File: src/include/tlcs_cfg.svh
// core size settings
// data and address widths, register banking, dump map

`ifndef TLCS_CFG_SVH
`define TLCS_CFG_SVH

// word width for data, registers and internal addresses
`define TLCS_DW 16

// external address bus, upper bits are zero
`define TLCS_AW 24

// register banking
`define TLCS_BANKS 4
`define TLCS_NREG 8

// dump address that returns {S, Z, C}
`define TLCS_DMP_FLAGS 32

`endif

File: src/source/tlcs_pkg.sv
// shared types for the core
// instruction opcodes, ALU operations and sequencer states

package tlcs_pkg;

    // opcode in instruction bits 15..12
    typedef enum logic [3:0] {
        OP_LDI  = 4'd0,   // immediate in next word
        OP_ADD  = 4'd1,
        OP_SUB  = 4'd2,
        OP_AND  = 4'd3,
        OP_OR   = 4'd4,
        OP_XOR  = 4'd5,
        OP_LDM  = 4'd6,   // rd <= mem[rs]
        OP_STM  = 4'd7,   // mem[rs] <= rd
        OP_INCF = 4'd8,
        OP_DECF = 4'd9,
        OP_JP   = 4'd10,  // target in next word
        OP_HALT = 4'd15
    } opcode_e;

    // ALU function select
    typedef enum logic [2:0] {
        ALU_ADD = 3'd0,
        ALU_SUB = 3'd1,
        ALU_AND = 3'd2,
        ALU_OR  = 3'd3,
        ALU_XOR = 3'd4
    } alu_op_e;

    // sequencer
    typedef enum logic [2:0] {
        FETCH  = 3'd0,  // read instruction word at pc
        DECODE = 3'd1,
        IMM    = 3'd2,  // second word for LDI and JP
        EXEC   = 3'd3,
        MEM    = 3'd4,  // indexed load or store
        HALTED = 3'd5
    } seq_state_e;

endpackage

File: src/source/tlcs_regs.sv
// banked register file with bank pointer
// two read ports, one write port, combinational dump port

`timescale 1ns/1ps
`include "tlcs_cfg.svh"

module tlcs_regs (
    input  logic                clk,
    input  logic                rst_n,
    input  logic [2:0]          rd_sel_a,
    input  logic [2:0]          rd_sel_b,
    output logic [`TLCS_DW-1:0] rd_data_a,
    output logic [`TLCS_DW-1:0] rd_data_b,
    input  logic                wr_en,
    input  logic [2:0]          wr_sel,
    input  logic [`TLCS_DW-1:0] wr_data,
    input  logic                bank_inc,
    input  logic                bank_dec,
    input  logic [5:0]          dmp_addr,
    output logic [`TLCS_DW-1:0] dmp_data
);

    localparam int NR = `TLCS_BANKS * `TLCS_NREG;
    localparam int IW = $clog2(NR);
    localparam int BW = $clog2(`TLCS_BANKS);

    logic [`TLCS_DW-1:0] rf [NR];
    logic [BW-1:0]       bank;     // current bank pointer

    // physical index is bank*8 + register
    logic [IW-1:0] idx_a;
    logic [IW-1:0] idx_b;
    logic [IW-1:0] idx_w;

    assign idx_a = {bank, rd_sel_a};
    assign idx_b = {bank, rd_sel_b};
    assign idx_w = {bank, wr_sel};

    assign rd_data_a = rf[idx_a];
    assign rd_data_b = rf[idx_b];

    // bank pointer wraps on its own width
    always_ff @(posedge clk or negedge rst_n) begin
        if (!rst_n) begin
            bank <= '0;
        end else if (bank_inc) begin
            bank <= bank + 1'b1;
        end else if (bank_dec) begin
            bank <= bank - 1'b1;
        end
    end

    // all registers start at zero
    always_ff @(posedge clk or negedge rst_n) begin
        if (!rst_n) begin
            for (int i = 0; i < NR; i++) begin
                rf[i] <= '0;
            end
        end else if (wr_en) begin
            rf[idx_w] <= wr_data;
        end
    end

    // out of range reads zero, top level adds the flags
    always_comb begin
        if (dmp_addr < NR)
            dmp_data = rf[dmp_addr[IW-1:0]];
        else
            dmp_data = '0;
    end

endmodule

File: src/source/tlcs_alu.sv
// 16-bit ALU with flag register
// add, sub, and, or, xor; flags {S, Z, C}

`timescale 1ns/1ps
`include "tlcs_cfg.svh"

module tlcs_alu (
    input  logic                clk,
    input  logic                rst_n,
    input  logic [`TLCS_DW-1:0] op_a,
    input  logic [`TLCS_DW-1:0] op_b,
    input  tlcs_pkg::alu_op_e   alu_op,
    input  logic                flag_we,
    output logic [`TLCS_DW-1:0] alu_result,
    output logic [2:0]          flags      // [2] S, [1] Z, [0] C
);

    import tlcs_pkg::*;

    logic [`TLCS_DW:0] wide;   // extra bit holds carry or borrow
    logic              c_nxt;

    always_comb begin
        wide = '0;
        case (alu_op)
            ALU_ADD: wide = {1'b0, op_a} + {1'b0, op_b};
            ALU_SUB: wide = {1'b0, op_a} - {1'b0, op_b};  // msb set on borrow
            ALU_AND: wide = {1'b0, op_a & op_b};
            ALU_OR:  wide = {1'b0, op_a | op_b};
            ALU_XOR: wide = {1'b0, op_a ^ op_b};
            default: wide = {1'b0, op_a};
        endcase
    end

    assign alu_result = wide[`TLCS_DW-1:0];

    // logic ops clear carry
    assign c_nxt = (alu_op == ALU_ADD || alu_op == ALU_SUB) ? wide[`TLCS_DW] : 1'b0;

    always_ff @(posedge clk or negedge rst_n) begin
        if (!rst_n) begin
            flags <= 3'b000;
        end else if (flag_we) begin
            flags[2] <= alu_result[`TLCS_DW-1];   // sign
            flags[1] <= (alu_result == '0);       // zero
            flags[0] <= c_nxt;
        end
    end

endmodule

File: src/source/tlcs_ctrl.sv
// instruction sequencer
// program counter, fetch, decode, execute and halt

`timescale 1ns/1ps
`include "tlcs_cfg.svh"

module tlcs_ctrl (
    input  logic                clk,
    input  logic                rst_n,
    output logic                mem_start,
    output logic                mem_we,
    output logic [`TLCS_DW-1:0] mem_addr,
    output logic [`TLCS_DW-1:0] mem_wdata,
    input  logic                mem_done,
    input  logic [`TLCS_DW-1:0] mem_rdata,
    output logic [2:0]          rd_sel_a,
    output logic [2:0]          rd_sel_b,
    input  logic [`TLCS_DW-1:0] rd_data_a,
    input  logic [`TLCS_DW-1:0] rd_data_b,
    output logic                wr_en,
    output logic [2:0]          wr_sel,
    output logic [`TLCS_DW-1:0] wr_data,
    output logic                bank_inc,
    output logic                bank_dec,
    output tlcs_pkg::alu_op_e   alu_op,
    output logic                flag_we,
    input  logic [`TLCS_DW-1:0] alu_result,
    output logic                halted
);

    import tlcs_pkg::*;

    seq_state_e          state;
    logic [`TLCS_DW-1:0] pc;
    logic [9:0]          ir;        // bits 15..6, the rest is unused
    logic                mem_busy;  // access in flight
    logic                is_alu;
    logic                mem_state;
    opcode_e             opc;

    assign opc      = opcode_e'(ir[9:6]);
    assign rd_sel_a = ir[5:3];      // destination
    assign rd_sel_b = ir[2:0];      // source or index
    assign wr_sel   = ir[5:3];
    assign halted   = (state == HALTED);

    always_comb begin
        is_alu = 1'b1;
        alu_op = ALU_ADD;
        case (opc)
            OP_ADD:  alu_op = ALU_ADD;
            OP_SUB:  alu_op = ALU_SUB;
            OP_AND:  alu_op = ALU_AND;
            OP_OR:   alu_op = ALU_OR;
            OP_XOR:  alu_op = ALU_XOR;
            default: is_alu = 1'b0;
        endcase
    end

    // one start pulse per memory state
    assign mem_state = (state == FETCH) || (state == IMM) || (state == MEM);
    assign mem_start = mem_state && !mem_busy;
    assign mem_addr  = (state == MEM) ? rd_data_b : pc;
    assign mem_we    = (state == MEM) && (opc == OP_STM);
    assign mem_wdata = rd_data_a;

    assign flag_we  = (state == EXEC) && is_alu;
    assign bank_inc = (state == EXEC) && (opc == OP_INCF);
    assign bank_dec = (state == EXEC) && (opc == OP_DECF);

    always_ff @(posedge clk or negedge rst_n) begin
        if (!rst_n) begin
            state    <= FETCH;
            pc       <= '0;
            mem_busy <= 1'b0;
            wr_en    <= 1'b0;
        end else begin
            wr_en <= 1'b0;
            if (mem_start)
                mem_busy <= 1'b1;
            else if (mem_done)
                mem_busy <= 1'b0;
            case (state)
                FETCH: if (mem_done) begin
                    pc    <= pc + 1'b1;
                    state <= DECODE;
                end
                DECODE: begin
                    case (opc)
                        OP_LDI, OP_JP:  state <= IMM;
                        OP_LDM, OP_STM: state <= MEM;
                        OP_HALT:        state <= HALTED;
                        default:        state <= EXEC;  // alu, bank ops, nop
                    endcase
                end
                IMM: if (mem_done) begin
                    pc    <= (opc == OP_JP) ? mem_rdata : pc + 1'b1;
                    wr_en <= (opc == OP_LDI);
                    state <= FETCH;
                end
                EXEC: begin
                    wr_en <= is_alu;
                    state <= FETCH;
                end
                MEM: if (mem_done) begin
                    wr_en <= (opc == OP_LDM);
                    state <= FETCH;
                end
                default: state <= HALTED;   // stays until reset
            endcase
        end
    end

    always_ff @(posedge clk) begin
        if (state == FETCH && mem_done)
            ir <= mem_rdata[15:6];
        if (state == EXEC)
            wr_data <= alu_result;
        else if (mem_done)
            wr_data <= mem_rdata;   // LDI immediate or LDM data
    end

endmodule

File: src/source/tlcs_memctl.sv
// memory controller, four-phase req/ack master
// shared by instruction fetch and indexed load/store

`timescale 1ns/1ps
`include "tlcs_cfg.svh"

module tlcs_memctl (
    input  logic                clk,
    input  logic                rst_n,
    input  logic                mem_start,
    input  logic                mem_we,
    input  logic [`TLCS_DW-1:0] mem_addr,
    input  logic [`TLCS_DW-1:0] mem_wdata,
    output logic                mem_done,
    output logic [`TLCS_DW-1:0] mem_rdata,
    output logic                ram_req,
    output logic                ram_we,
    output logic [`TLCS_AW-1:0] ram_addr,
    output logic [`TLCS_DW-1:0] ram_wdata,
    input  logic                ram_ack,
    input  logic [`TLCS_DW-1:0] ram_rdata
);

    typedef enum logic [1:0] {IDLE, REQ, WAIT_LOW} mc_state_e;

    mc_state_e st;

    always_ff @(posedge clk or negedge rst_n) begin
        if (!rst_n) begin
            st       <= IDLE;
            ram_req  <= 1'b0;
            ram_we   <= 1'b0;
            mem_done <= 1'b0;
        end else begin
            mem_done <= 1'b0;
            case (st)
                IDLE: if (mem_start) begin
                    ram_req <= 1'b1;
                    ram_we  <= mem_we;
                    st      <= REQ;
                end
                REQ: if (ram_ack) begin
                    ram_req <= 1'b0;
                    ram_we  <= 1'b0;
                    st      <= WAIT_LOW;
                end
                default: if (!ram_ack) begin   // ack released, cycle complete
                    mem_done <= 1'b1;
                    st       <= IDLE;
                end
            endcase
        end
    end

    // address and data held for the whole request
    always_ff @(posedge clk) begin
        if (st == IDLE && mem_start) begin
            ram_addr  <= {{(`TLCS_AW-`TLCS_DW){1'b0}}, mem_addr};
            ram_wdata <= mem_wdata;
        end
        if (st == REQ && ram_ack)
            mem_rdata <= ram_rdata;    // valid while ack is high
    end

endmodule

File: src/source/tlcs_core.sv
// top level of the reduced core
// register file, ALU, sequencer and memory controller

`timescale 1ns/1ps
`include "tlcs_cfg.svh"

module tlcs_core (
    input  logic                clk,
    input  logic                rst_n,
    // memory port
    output logic                ram_req,
    output logic                ram_we,
    output logic [`TLCS_AW-1:0] ram_addr,
    output logic [`TLCS_DW-1:0] ram_wdata,
    input  logic                ram_ack,
    input  logic [`TLCS_DW-1:0] ram_rdata,
    // register dump
    input  logic [5:0]          dmp_addr,
    output logic [`TLCS_DW-1:0] dmp_data,
    output logic                halted
);

    import tlcs_pkg::*;

    logic                mem_start, mem_we, mem_done;
    logic [`TLCS_DW-1:0] mem_addr, mem_wdata, mem_rdata;
    logic [2:0]          rd_sel_a, rd_sel_b, wr_sel;
    logic [`TLCS_DW-1:0] rd_data_a, rd_data_b, wr_data;
    logic                wr_en, bank_inc, bank_dec;
    alu_op_e             alu_op;
    logic                flag_we;
    logic [`TLCS_DW-1:0] alu_result;
    logic [2:0]          flags;
    logic [`TLCS_DW-1:0] regs_dmp;

    tlcs_regs u_regs (
        .clk(clk), .rst_n(rst_n),
        .rd_sel_a(rd_sel_a), .rd_sel_b(rd_sel_b),
        .rd_data_a(rd_data_a), .rd_data_b(rd_data_b),
        .wr_en(wr_en), .wr_sel(wr_sel), .wr_data(wr_data),
        .bank_inc(bank_inc), .bank_dec(bank_dec),
        .dmp_addr(dmp_addr), .dmp_data(regs_dmp)
    );

    tlcs_alu u_alu (
        .clk(clk), .rst_n(rst_n),
        .op_a(rd_data_a), .op_b(rd_data_b),
        .alu_op(alu_op), .flag_we(flag_we),
        .alu_result(alu_result), .flags(flags)
    );

    tlcs_ctrl u_ctrl (
        .clk(clk), .rst_n(rst_n),
        .mem_start(mem_start), .mem_we(mem_we), .mem_addr(mem_addr),
        .mem_wdata(mem_wdata), .mem_done(mem_done), .mem_rdata(mem_rdata),
        .rd_sel_a(rd_sel_a), .rd_sel_b(rd_sel_b),
        .rd_data_a(rd_data_a), .rd_data_b(rd_data_b),
        .wr_en(wr_en), .wr_sel(wr_sel), .wr_data(wr_data),
        .bank_inc(bank_inc), .bank_dec(bank_dec),
        .alu_op(alu_op), .flag_we(flag_we), .alu_result(alu_result),
        .halted(halted)
    );

    tlcs_memctl u_memctl (
        .clk(clk), .rst_n(rst_n),
        .mem_start(mem_start), .mem_we(mem_we), .mem_addr(mem_addr),
        .mem_wdata(mem_wdata), .mem_done(mem_done), .mem_rdata(mem_rdata),
        .ram_req(ram_req), .ram_we(ram_we), .ram_addr(ram_addr),
        .ram_wdata(ram_wdata), .ram_ack(ram_ack), .ram_rdata(ram_rdata)
    );

    // flags sit just past the last register
    assign dmp_data = (dmp_addr == 6'(`TLCS_DMP_FLAGS)) ?
                      {{(`TLCS_DW-3){1'b0}}, flags} : regs_dmp;

endmodule

File: config.mk
export PLATFORM = sky130hd
export DESIGN_NAME = tlcs_core
export DESIGN_NICKNAME = d
export VERILOG_FILES = /design/src/source/tlcs_pkg.sv /design/src/source/tlcs_regs.sv /design/src/source/tlcs_alu.sv /design/src/source/tlcs_ctrl.sv /design/src/source/tlcs_memctl.sv /design/src/source/tlcs_core.sv
export VERILOG_INCLUDE_DIRS = /design/src /design/src/include
export SDC_FILE = /design/constraint.sdc
export NUM_CORES = 1
export LEC_CHECK = 0
export BUFFER_PORTS_ARGS = -buffer_cell sky130_fd_sc_hd__buf_2
export CORE_ASPECT_RATIO = 1.5
export CORE_MARGIN = 2
export CORE_UTILIZATION = 25
export DETAILED_ROUTE_END_ITERATION = 16
export GPL_TIMING_DRIVEN = 0
export PLACE_DENSITY = 0.48
export SLEW_MARGIN = 20
export SYNTH_ARGS = -nofsm -noshare
export SYNTH_HDL_FRONTEND = slang
export SYNTH_SLANG_ARGS = --single-unit
File: constraint.sdc
create_clock -name clk -period 7.33 [get_ports clk]
set_input_delay 1.466 -clock clk [delete_from_list [all_inputs] [get_ports clk]]
set_output_delay 1.466 -clock clk [all_outputs]
set_load 0.02 [all_outputs]
==> results of run 1 <==
stage by stage:
| stage | cell area, µm² | instances | total power, µW | setup WS [ps] | hold WS (ps) |
|---|---|---|---|---|---|
| final | 43100 | 4767 | 8110 | 142 | 468 |
| after global routing | 43100 | 4764 | 8330 | 87.7 | 484 |
| after CTS | 43100 | 4763 | 8120 | 44.5 | 472 |
| after detailed placement | 41000 | 4648 | 4680 | -663 | 464 |
| after global placement | 39900 | 4605 | 4620 | -7560 | 453 |
| after floorplan | 37100 | 2611 | 4210 | 2100 | 444 |
repair_timing:
item,4_1_cts,5_1_grt
resized for setup,2,12
gates cloned,0,0
setup endpoints to repair,8,3
setup buffers,0,0
power breakdown:
part           switching [µW]  internal [µW]  total (µW)  leakage [µW]
combinational             711            378        1090       0.00901
sequential               44.5           3510        3550       0.00823
clock                    1570           1900        3470       0.00103
total                    2330           5790        8110        0.0183
worst paths after layout:
check	start	endpoint	slack, ps	depth (start not counted)
max	u_regs.bank[0]$_DFFE_PN0P_	u_ctrl.wr_data[15]$_DFFE_PP_	140	18
min	u_ctrl.mem_busy$_DFFE_PN0P_	u_ctrl.mem_busy$_DFFE_PN0P_	470	1
max reg2reg	u_regs.bank[0]$_DFFE_PN0P_	u_ctrl.wr_data[15]$_DFFE_PP_	140	18
min reg2reg	u_ctrl.mem_busy$_DFFE_PN0P_	u_ctrl.mem_busy$_DFFE_PN0P_	470	1
max in group asynchronous	rst_n	u_regs.rf[115]$_DFFE_PN0P_	4920	4
min in group asynchronous	rst_n	u_regs.rf[142]$_DFFE_PN0P_	700	1
flip-flops by register name, summed over array words and instances (netlist names), 3 cells and up:
register / cells
u_regs.rf: 512
u_ctrl.pc: 16
u_ctrl.wr_data: 16
u_memctl.mem_rdata: 16
u_memctl.ram_addr: 16
u_memctl.ram_wdata: 16
u_ctrl.ir: 10
u_alu.flags: 3
u_ctrl.state: 3
routing by layer:
layer	GRT usage	vias to the layer above
met1	0.245	14582
met2	0.375	1475
li1	-	10608
met4	0.198	2
met5	0	-
met3	0.0419	524
cell families after synthesis:
logic type / synth area share
DFF: 0.426
adders and majority gates: 0.0177
and+or+nand+nor: 0.0430
xor gates and xnor gates: 0.00685
buffers and inverters: 0.0327
muxes: 0.418
other: 0.000101
AOI/OAI and AO/OA: 0.0553
cell usage in the layout (no fill, tap or decap), types with 10 or more instances in the layout:
cell / instances
nand2_1: 88
a221oi_1: 17
edfxtp_1: 74
inv_1: 44
dfrtp_1: 543
clkbuf_16: 61
mux2i_1: 63
buf_6: 10
buf_16: 16
mux4_2: 399
nor2_1: 86
buf_4: 19
clkbuf_1: 132
o22ai_1: 40
buf_2: 116
xnor2_1: 22
nand2b_1: 10
nand3_1: 31
clkbuf_2: 57
mux2_2: 518
a21oi_1: 59
clkinv_2: 11
nor4_2: 17
o21ai_0: 59
nor2_2: 23
a22oi_1: 42
clkbuf_8: 11
a32o_1: 24
ha_1: 51
cell type report:
class	instances	area share
inverter	47	0.00409
tap	1925	0.0558
timing repair buffer	112	0.0264
clock buffer	88	0.0403
antenna	4	0.000232
sequential	617	0.366
buffer	243	0.0267
multi-input combinational	1703	0.471
clock inverter	28	0.00858
critical path, stage by stage, from the launching register on:
cell and delay (ps):
dfrtp_1 330, buf_2 310, buf_1 640, nor2b_2 700
clkbuf_1 970, nand2_1 200, clkbuf_2 430, o22ai_1 330
nor4_2 160, ha_1 290, nor2b_1 130, o21a_1 180
o21ai_0 100, o21ai_0 390, o21ai_0 370, o311ai_0 560
xor2_1 180, nand2_1 100, a31oi_2 510
==> qor.txt, run 1 <==
Most frequent cell after synthesis = dfrtp_1
CP Max Fanout = 10
Maximum VDD drop = 0.000172 V
Die ar. = 152000 µm²
Pre-antenna DRT Iters = 8
Starting Density = 0.251
CTS sink cnt = 617
Share of layout cells above drive strength 1 = 0.465
Clk buf depth = 3
DPL Wire Length = 124 mm
Routed length on met2 = 82.4 mm
Die Span Y = 476 µm
Slew @ Worst Pin = 1280 ps
Fillers = 14909
Slew HR = 0.141
Final core utilization = 0.292
Register area = 15800 µm²
H-tree Lvls = 2
# rows = 173
Core box area = 148000 µm²
Unrepaired setup endpoints after global routing = no
Crit path time final = 7190 ps
Gate Count Post-Synth = 2604
Routed wl met3 = 12.3 mm
Area occupied by multi-input gates = 20300 µm²
Clock transition at path regs = 70 ps
Final Setup Violations = 0
Total Negative Setup Slacks = 0 ps
Crit path arrival time = 7610 ps
Cts hold-fix bufs = 0
Achievable Freq = 139 MHz
Worst Setup End Kind = flip-flop
P&R area growth vs syn = 16.3%
Setup Crit Path Kind = flip-flop to flip-flop
WL/cell = 36.1 µm
Clk_lat worst skew = 720 ps
Post-synthesis sequential area ratio = 0.426
Setup crit start kind = flip-flop
Synth area leaders = dfrtp_1 (37%), mux4_2 (24%), mux2_2 (16%)
WL met1 = 59.2 mm
FFs w/ async S/R, synth = 0.880
Mapped Area = 37100 µm²
Synth top cells by count = dfrtp_1 (543), mux2_2 (518), mux4_2 (399), clkbuf_1 (170), nor2_1 (110)
Post-DR vias/cell = 5.70
Placer congestion estimate = 0.985
Main flop type after synthesis = dfrtp_1
Syn Area/Cell = 14.2 µm²
Maxcap violations = 0
Nets = 2862
First-pass GRT wire length = 234 mm
Largest net degree at the start of global routing = 80
DRC viols = 0
Clk_skew = 49.8 ps
Largest area contributor in the netlist = dfrtp_1
Worst EP required = 7750 ps
Yosys reg bits = 617
Netlist cell types = 73
EDFF count, synth = 74
ANT nets after route = 0
Clock Root Buffer = clkbuf_16
Outcome = finished, final reports clean
Initial antenna violation count = 2
Post-synth top area share = 0.366
Inserted Clock Buffers = 61
Vias in the first global route = 27530
Ports = 84
Period Utilization, post-route = 0.981
Highest metal used = met5
WL final = 172 mm
Buffers on Ports = 69
GRT Util Overall = 0.224
PwrDens = 188 nW/µm²
Hold/Removal Path Class = flip-flop to flip-flop
Drt initial violations = 2774
Vias = 27191
Fin. Hold Viols = 0
Max Slew Vio Count = 0
Leak pwr = 0.0183 µW
Synth warn = 0
Total gr overflow = 0
CTS tree = done
Chip width = 319 µm
No activity file was read; power rests on OpenSTA's default activity.
==> run 2: changes to the inputs <==
--- a/config.mk
+++ b/config.mk
@@ -12,2 +12,3 @@
 export CORE_UTILIZATION = 25
+export CTS_BUF_LIST = sky130_fd_sc_hd__clkbuf_8
 export DETAILED_ROUTE_END_ITERATION = 16
@@ -15,2 +16,3 @@
 export PLACE_DENSITY = 0.48
+export SETUP_SLACK_MARGIN = 0.4
 export SLEW_MARGIN = 20
==> constraint.sdc (replaced) <==
create_clock -name clk -period 7.33 [get_ports clk]
set_input_delay 0.733 -clock clk [delete_from_list [all_inputs] [get_ports clk]]
set_output_delay 0.733 -clock clk [all_outputs]
set_load 0.02 [all_outputs]
==> run 2 against run 1 <==
  * Clock skew grew 16 ps
  * First-iteration DRC count grew 1.4%
  * Sequential power is essentially flat
  * Register-to-register slack gained 380 ps
  * Highest routed layer is now met4
  * Clock power is essentially flat
  * Final area grew 0.52%
  * Count of clock-buffer cells in the layout grew 42
  * Non-clock buffer count grew 2
  * Cell count grew 1.5%
  * Utilization grew 0.15 points
==> qor.txt, run 2 (synthesis gave the netlist of run 1 again) <==
Comb pwr share = 0.134
GRT Util Overall = 0.226
Sequential share of power = 0.436
Psw = 2400 µW
Slew HR = 0.160
PwrDens = 188 nW/µm²
Largest net degree at the start of global routing = 80
P&R area growth vs syn = 16.9%
Sw Ratio = 0.295
Die ar. = 152000 µm²
Placed cells = 4648
Worst Setup End Kind = flip-flop
CP Max Fanout = 9
Max Slew Vio Count = 0
Vias = 27458
Period Utilization, post-route = 0.929
H-tree Lvls = 3
DPL Wire Length = 124 mm
Leak pwr = 0.0185 µW
Unrepaired setup endpoints after global routing = no
WL/cell = 35.7 µm
DRC viols = 0
First-pass GRT wire length = 235 mm
Drt initial violations = 2812
Setup Fix Bufs, Post-CTS = 0
Most common cell after layout, fill and taps aside = dfrtp_1
Most frequent cells in the layout = dfrtp_1 (543), mux2_2 (518), mux4_2 (399), clkbuf_8 (130), buf_2 (117)
Die Span Y = 476 µm
Slew @ Worst Pin = 1260 ps
Maximum VDD drop = 0.000126 V
Clk buf depth = 3
Hold/Removal Path Class = primary input to flip-flop
Pre-antenna DRT Iters = 5
# rows = 173
Inserted Clock Buffers = 100
Top reg by flops = u_regs.rf
Clk_lat worst skew = 870 ps
Clk_skew = 65.9 ps
CTS tree = done
Core box area = 148000 µm²
Final Setup Violations = 0
Nets = 2903
Vias in the first global route = 27855
Int Pwr = 5740 µW
Buffers on Ports = 69
Clock Root Buffer = clkbuf_8
Fin. Hold Viols = 0
Initial antenna violation count = 1
Chip width = 319 µm
Setup crit start kind = flip-flop
WL final = 173 mm
Share of layout cells above drive strength 1 = 0.480
ANT nets after route = 0
Setup Crit Path Kind = flip-flop to flip-flop
Post-DR vias/cell = 5.67
Worst EP required = 8060 ps
CTS sink cnt = 617
Max reg flops = 512
Crit path arrival time = 7540 ps
Total gr overflow = 0
Clock transition at path regs = 70 ps
Starting Density = 0.251
Crit path time final = 6810 ps
Ports = 84
Total Negative Setup Slacks = 0 ps
Clock share of power = 0.429
Finished Layout Cells = 4840
Maxcap violations = 0
Achievable Freq = 147 MHz
Placer congestion estimate = 0.985
Worst hold margin = 56.3 ps
Outcome = finished, final reports clean
## run 2: cell types whose count changed in the layout (fill, tap and decap cells not counted), sizes merged
cell / change
clkbuf: +38
inv: +23
diode: -2
buf: +3
dlygate4sd3: +1
clkinv: +10
clkdlybuf4s15: +2
clkinvlp: -2
## run 2: metrics by stage
step            util  setup WS, ps  power, µW  cell area (µm²)
5_1_grt        0.293           411       8410            43400
6_report       0.293           521       8150            43400
4_1_cts        0.293           410       8170            43300
2_1_floorplan      -          2210       4210            37100
3_3_place_gp   0.270         -6830       4620            39900
3_5_place_dp   0.277          -663       4680            41000
## run 2: area by class of cell
type | count | area, µm²
Antenna cell | 2 | 5.00
Buffer | 244 | 1180
Clock buffer | 130 | 1790
Clock inverter | 59 | 479
Fill cell | 14950 | 104000
Inverter | 47 | 176
Multi-Input combinational cell | 1703 | 20400
Sequential cell | 617 | 15800
Tap cell | 1925 | 2410
Timing Repair Buffer | 113 | 1150
## run 2: worst paths after layout
path | from | end | slack (ps) | depth (start not counted)
max in group asynchronous | rst_n | u_regs.rf[115]$_DFFE_PN0P_ | 5190 | 5
hold / removal | ram_rdata[4] | u_memctl.mem_rdata[4]$_DFFE_PP_ | 60 | 1
hold reg to reg | u_ctrl.mem_busy$_DFFE_PN0P_ | u_ctrl.mem_busy$_DFFE_PN0P_ | 470 | 1
min in group asynchronous | rst_n | u_regs.rf[142]$_DFFE_PN0P_ | 420 | 2
setup reg to reg | u_regs.bank[1]$_DFFE_PN0P_ | u_alu.flags[1]$_DFFE_PN0P_ | 520 | 21
setup / recovery | u_regs.bank[1]$_DFFE_PN0P_ | u_alu.flags[1]$_DFFE_PN0P_ | 520 | 21
## run 2: critical path: stages, from the launching register on
cell and delay (ps):
dfrtp_1 330, clkbuf_1 520, nand2b_1 190, clkbuf_1 590
nor2_1 430, a221oi_1 360, and3_1 370, clkbuf_1 420
nand2_1 280, inv_1 230, a21oi_1 110, xnor2_1 160
ha_1 390, o211ai_1 200, a22oi_1 430, xnor2_1 160
o21ai_0 180, nor3_1 280, nand3_1 170, nor4_1 450
nand4_1 200, o31ai_1 220
## run 2: timing repair
action	4_1_cts	5_1_grt
cloned	0	0
setup endpoints to repair	12	5
endpoints found under the hold margin	69	0
hold buffers	1	0
gates resized for setup	17	17
## run 2: layer usage
layer  up-vias  part of all wire  global-route usage
met1     14707              0.35               0.245
met5         -                 0                   0
met2      1467              0.47               0.374
met4         0              0.11               0.201
li1      10726                 -                   -
met3       558             0.073              0.0483
## run 2: power by group through the flow
stage | clock network [µW] | registers, µW | logic (µW)
5_1_grt | 3690 | 3560 | 1160
3_3_place_gp | 0 | 3620 | 1010
6_report | 3500 | 3550 | 1090
2_1_floorplan | 0 | 3610 | 604
3_5_place_dp | 0 | 3620 | 1060
4_1_cts | 3550 | 3550 | 1070
==> run 3: changes to the inputs <==
Settings changed: CTS_BUF_LIST sky130_fd_sc_hd__clkbuf_8 to sky130_fd_sc_hd__clkbuf_16.
==> run 3 against run 2 <==
  * Register-to-register slack better by 30 ps
  * Combinational power about the same
  * Critical path depth down 2
  * Clock skew down 7.2 ps
  * Critical endpoint unchanged
  * Sequential share of layout area up 0.25 points
  * Total power down 2.1%
  * Highest routed layer unchanged
==> qor.txt, run 3 (synthesis gave the netlist of run 1 again) <==
Outcome = finished, final reports clean
Worst hold margin = 204 ps
Leak pwr = 0.0183 µW
Starting Density = 0.251
Largest net degree at the start of global routing = 80
Fin. Hold Viols = 0
Placer congestion estimate = 0.985
Die Span Y = 476 µm
CTS tree = done
Core box area = 148000 µm²
Clock transition at path regs = 70 ps
Clock Root Buffer = clkbuf_16
Nets = 2864
Clk_skew = 58.7 ps
Worst Setup End Kind = flip-flop
Initial antenna violation count = 1
Period Utilization, post-route = 0.925
DPL Wire Length = 124 mm
CTS sink cnt = 617
WL final = 171 mm
Maximum VDD drop = 0.000174 V
Crit path time final = 6780 ps
P&R area growth vs syn = 16.1%
Max Slew Vio Count = 0
Fillers = 14921
Setup Crit Path Kind = flip-flop to flip-flop
Max reg flops = 512
CP Max Fanout = 10
Vias = 27199
Buffers on Ports = 69
Drt initial violations = 2631
Most frequent cells in the layout = dfrtp_1 (543), mux2_2 (518), mux4_2 (399), buf_2 (115), clkbuf_1 (113)
Setup crit start kind = flip-flop
Unrepaired setup endpoints after global routing = no
Ports = 84
Clk_lat worst skew = 720 ps
First-pass GRT wire length = 234 mm
Share of layout cells above drive strength 1 = 0.463
Pre-antenna DRT Iters = 6
Total gr overflow = 0
Achievable Freq = 147 MHz
Crit path arrival time = 7390 ps
Hold/Removal Path Class = primary input to flip-flop
Slew HR = 0.129
Slew @ Worst Pin = 1300 ps
Die ar. = 152000 µm²
Total Negative Setup Slacks = 0 ps
DRC viols = 0
Final Setup Violations = 0
Most common cell after layout, fill and taps aside = dfrtp_1
GRT Util Overall = 0.224
Maxcap violations = 0
H-tree Lvls = 2
# rows = 173
Post-DR vias/cell = 5.70
ANT nets after route = 0
Clk buf depth = 3
PwrDens = 185 nW/µm²
WL/cell = 36.0 µm
Power, Total = 7980 µW
Vias in the first global route = 27468
Chip width = 319 µm
Worst EP required = 7940 ps
Top reg by flops = u_regs.rf
Inserted Clock Buffers = 61
==> run 3: cell types whose count changed in the layout (fill, tap and decap cells not counted), moves of 2 or more <==
cell / previous run / this run
clkinvlp_4: 2 / 4
clkinv_1: 0 / 13
inv_1: 67 / 60
clkdlybuf4s15_2: 2 / 0
clkbuf_8: 130 / 0
clkbuf_4: 0 / 3
buf_2: 117 / 115
clkinv_2: 23 / 11
clkbuf_16: 0 / 61
==> run 3: report_power, final <==
| part | internal (µW) | leakage [µW] | switching (µW) |
|---|---|---|---|
| Combinational | 381 | 0.00903 | 713 |
| Sequential | 3510 | 0.00823 | 44.2 |
| Clock | 1760 | 0.00103 | 1570 |
==> run 3: metal layers <==
layer	global-route usage	vias up	wire length, µm
met1	0.245	14577	59200
met4	0.199	0	18400
met2	0.374	1455	81800
li1	-	10619	-
met3	0.0407	548	12000
met5	0	-	0
==> run 3: timing repair <==
| item | 4_1_cts | 5_1_grt |
|---|---|---|
| setup endpoints to repair | 12 | 5 |
| endpoints found under the hold margin | 8 | 0 |
| hold buffers | 1 | 0 |
| buffers inserted | 0 | 0 |
| gates resized for setup | 14 | 17 |
==> run 3: critical path, cell delays in order, from the launching register on <==
cell and delay (ps):
dfrtp_1 330, clkbuf_1 480, nor2_1 210, clkdlybuf4s15_1 720, clkbuf_1 590, a32o_1 410, nor4_2 670, ha_1 310
inv_1 70, fa_1 480, a211o_1 320, o211ai_1 190, a22oi_1 250, xnor2_1 180, o21ai_0 190, nor3_1 270
nand3_1 160, nor4_1 420, nand4_1 180, o31ai_1 220
==> run 3: final timing paths <==
kind                                                  start                          endpoint  slack, ps  cells past startpoint
worst max-delay path             u_regs.bank[1]$_DFFE_PN0P_        u_alu.flags[1]$_DFFE_PN0P_        550                     19
worst min-delay path                          ram_rdata[15]  u_memctl.mem_rdata[15]$_DFFE_PP_        200                      1
worst max register to register   u_regs.bank[1]$_DFFE_PN0P_        u_alu.flags[1]$_DFFE_PN0P_        550                     19
worst min register to register  u_ctrl.mem_busy$_DFFE_PN0P_       u_ctrl.mem_busy$_DFFE_PN0P_        470                      1
max in group asynchronous                             rst_n        u_regs.rf[115]$_DFFE_PN0P_       5050                      5
min in group asynchronous                             rst_n        u_regs.rf[142]$_DFFE_PN0P_        560                      2
==> run 3: cell type report <==
type,instances,area (µm²),area share
antenna,3,7.51,0.000174
buffer,244,1170,0.0272
clock buffer,61,1530,0.0354
clock inverter,55,472,0.0110
inverter,47,176,0.00410
multi-input combinational,1703,20300,0.472
sequential,617,15800,0.367
tap,1925,2410,0.0559
timing repair buffer,113,1150,0.0267
==> run 3: per-stage QoR <==
stage,setup slack (ps),cell area [µm²],util,instances
CTS,395,43000,0.291,4765
finish,550,43100,0.291,4768
global route,412,43100,0.291,4766
floorplan,2210,37100,-,2611
global placement,-6830,39900,0.270,4605
detailed placement,-663,41000,0.277,4648
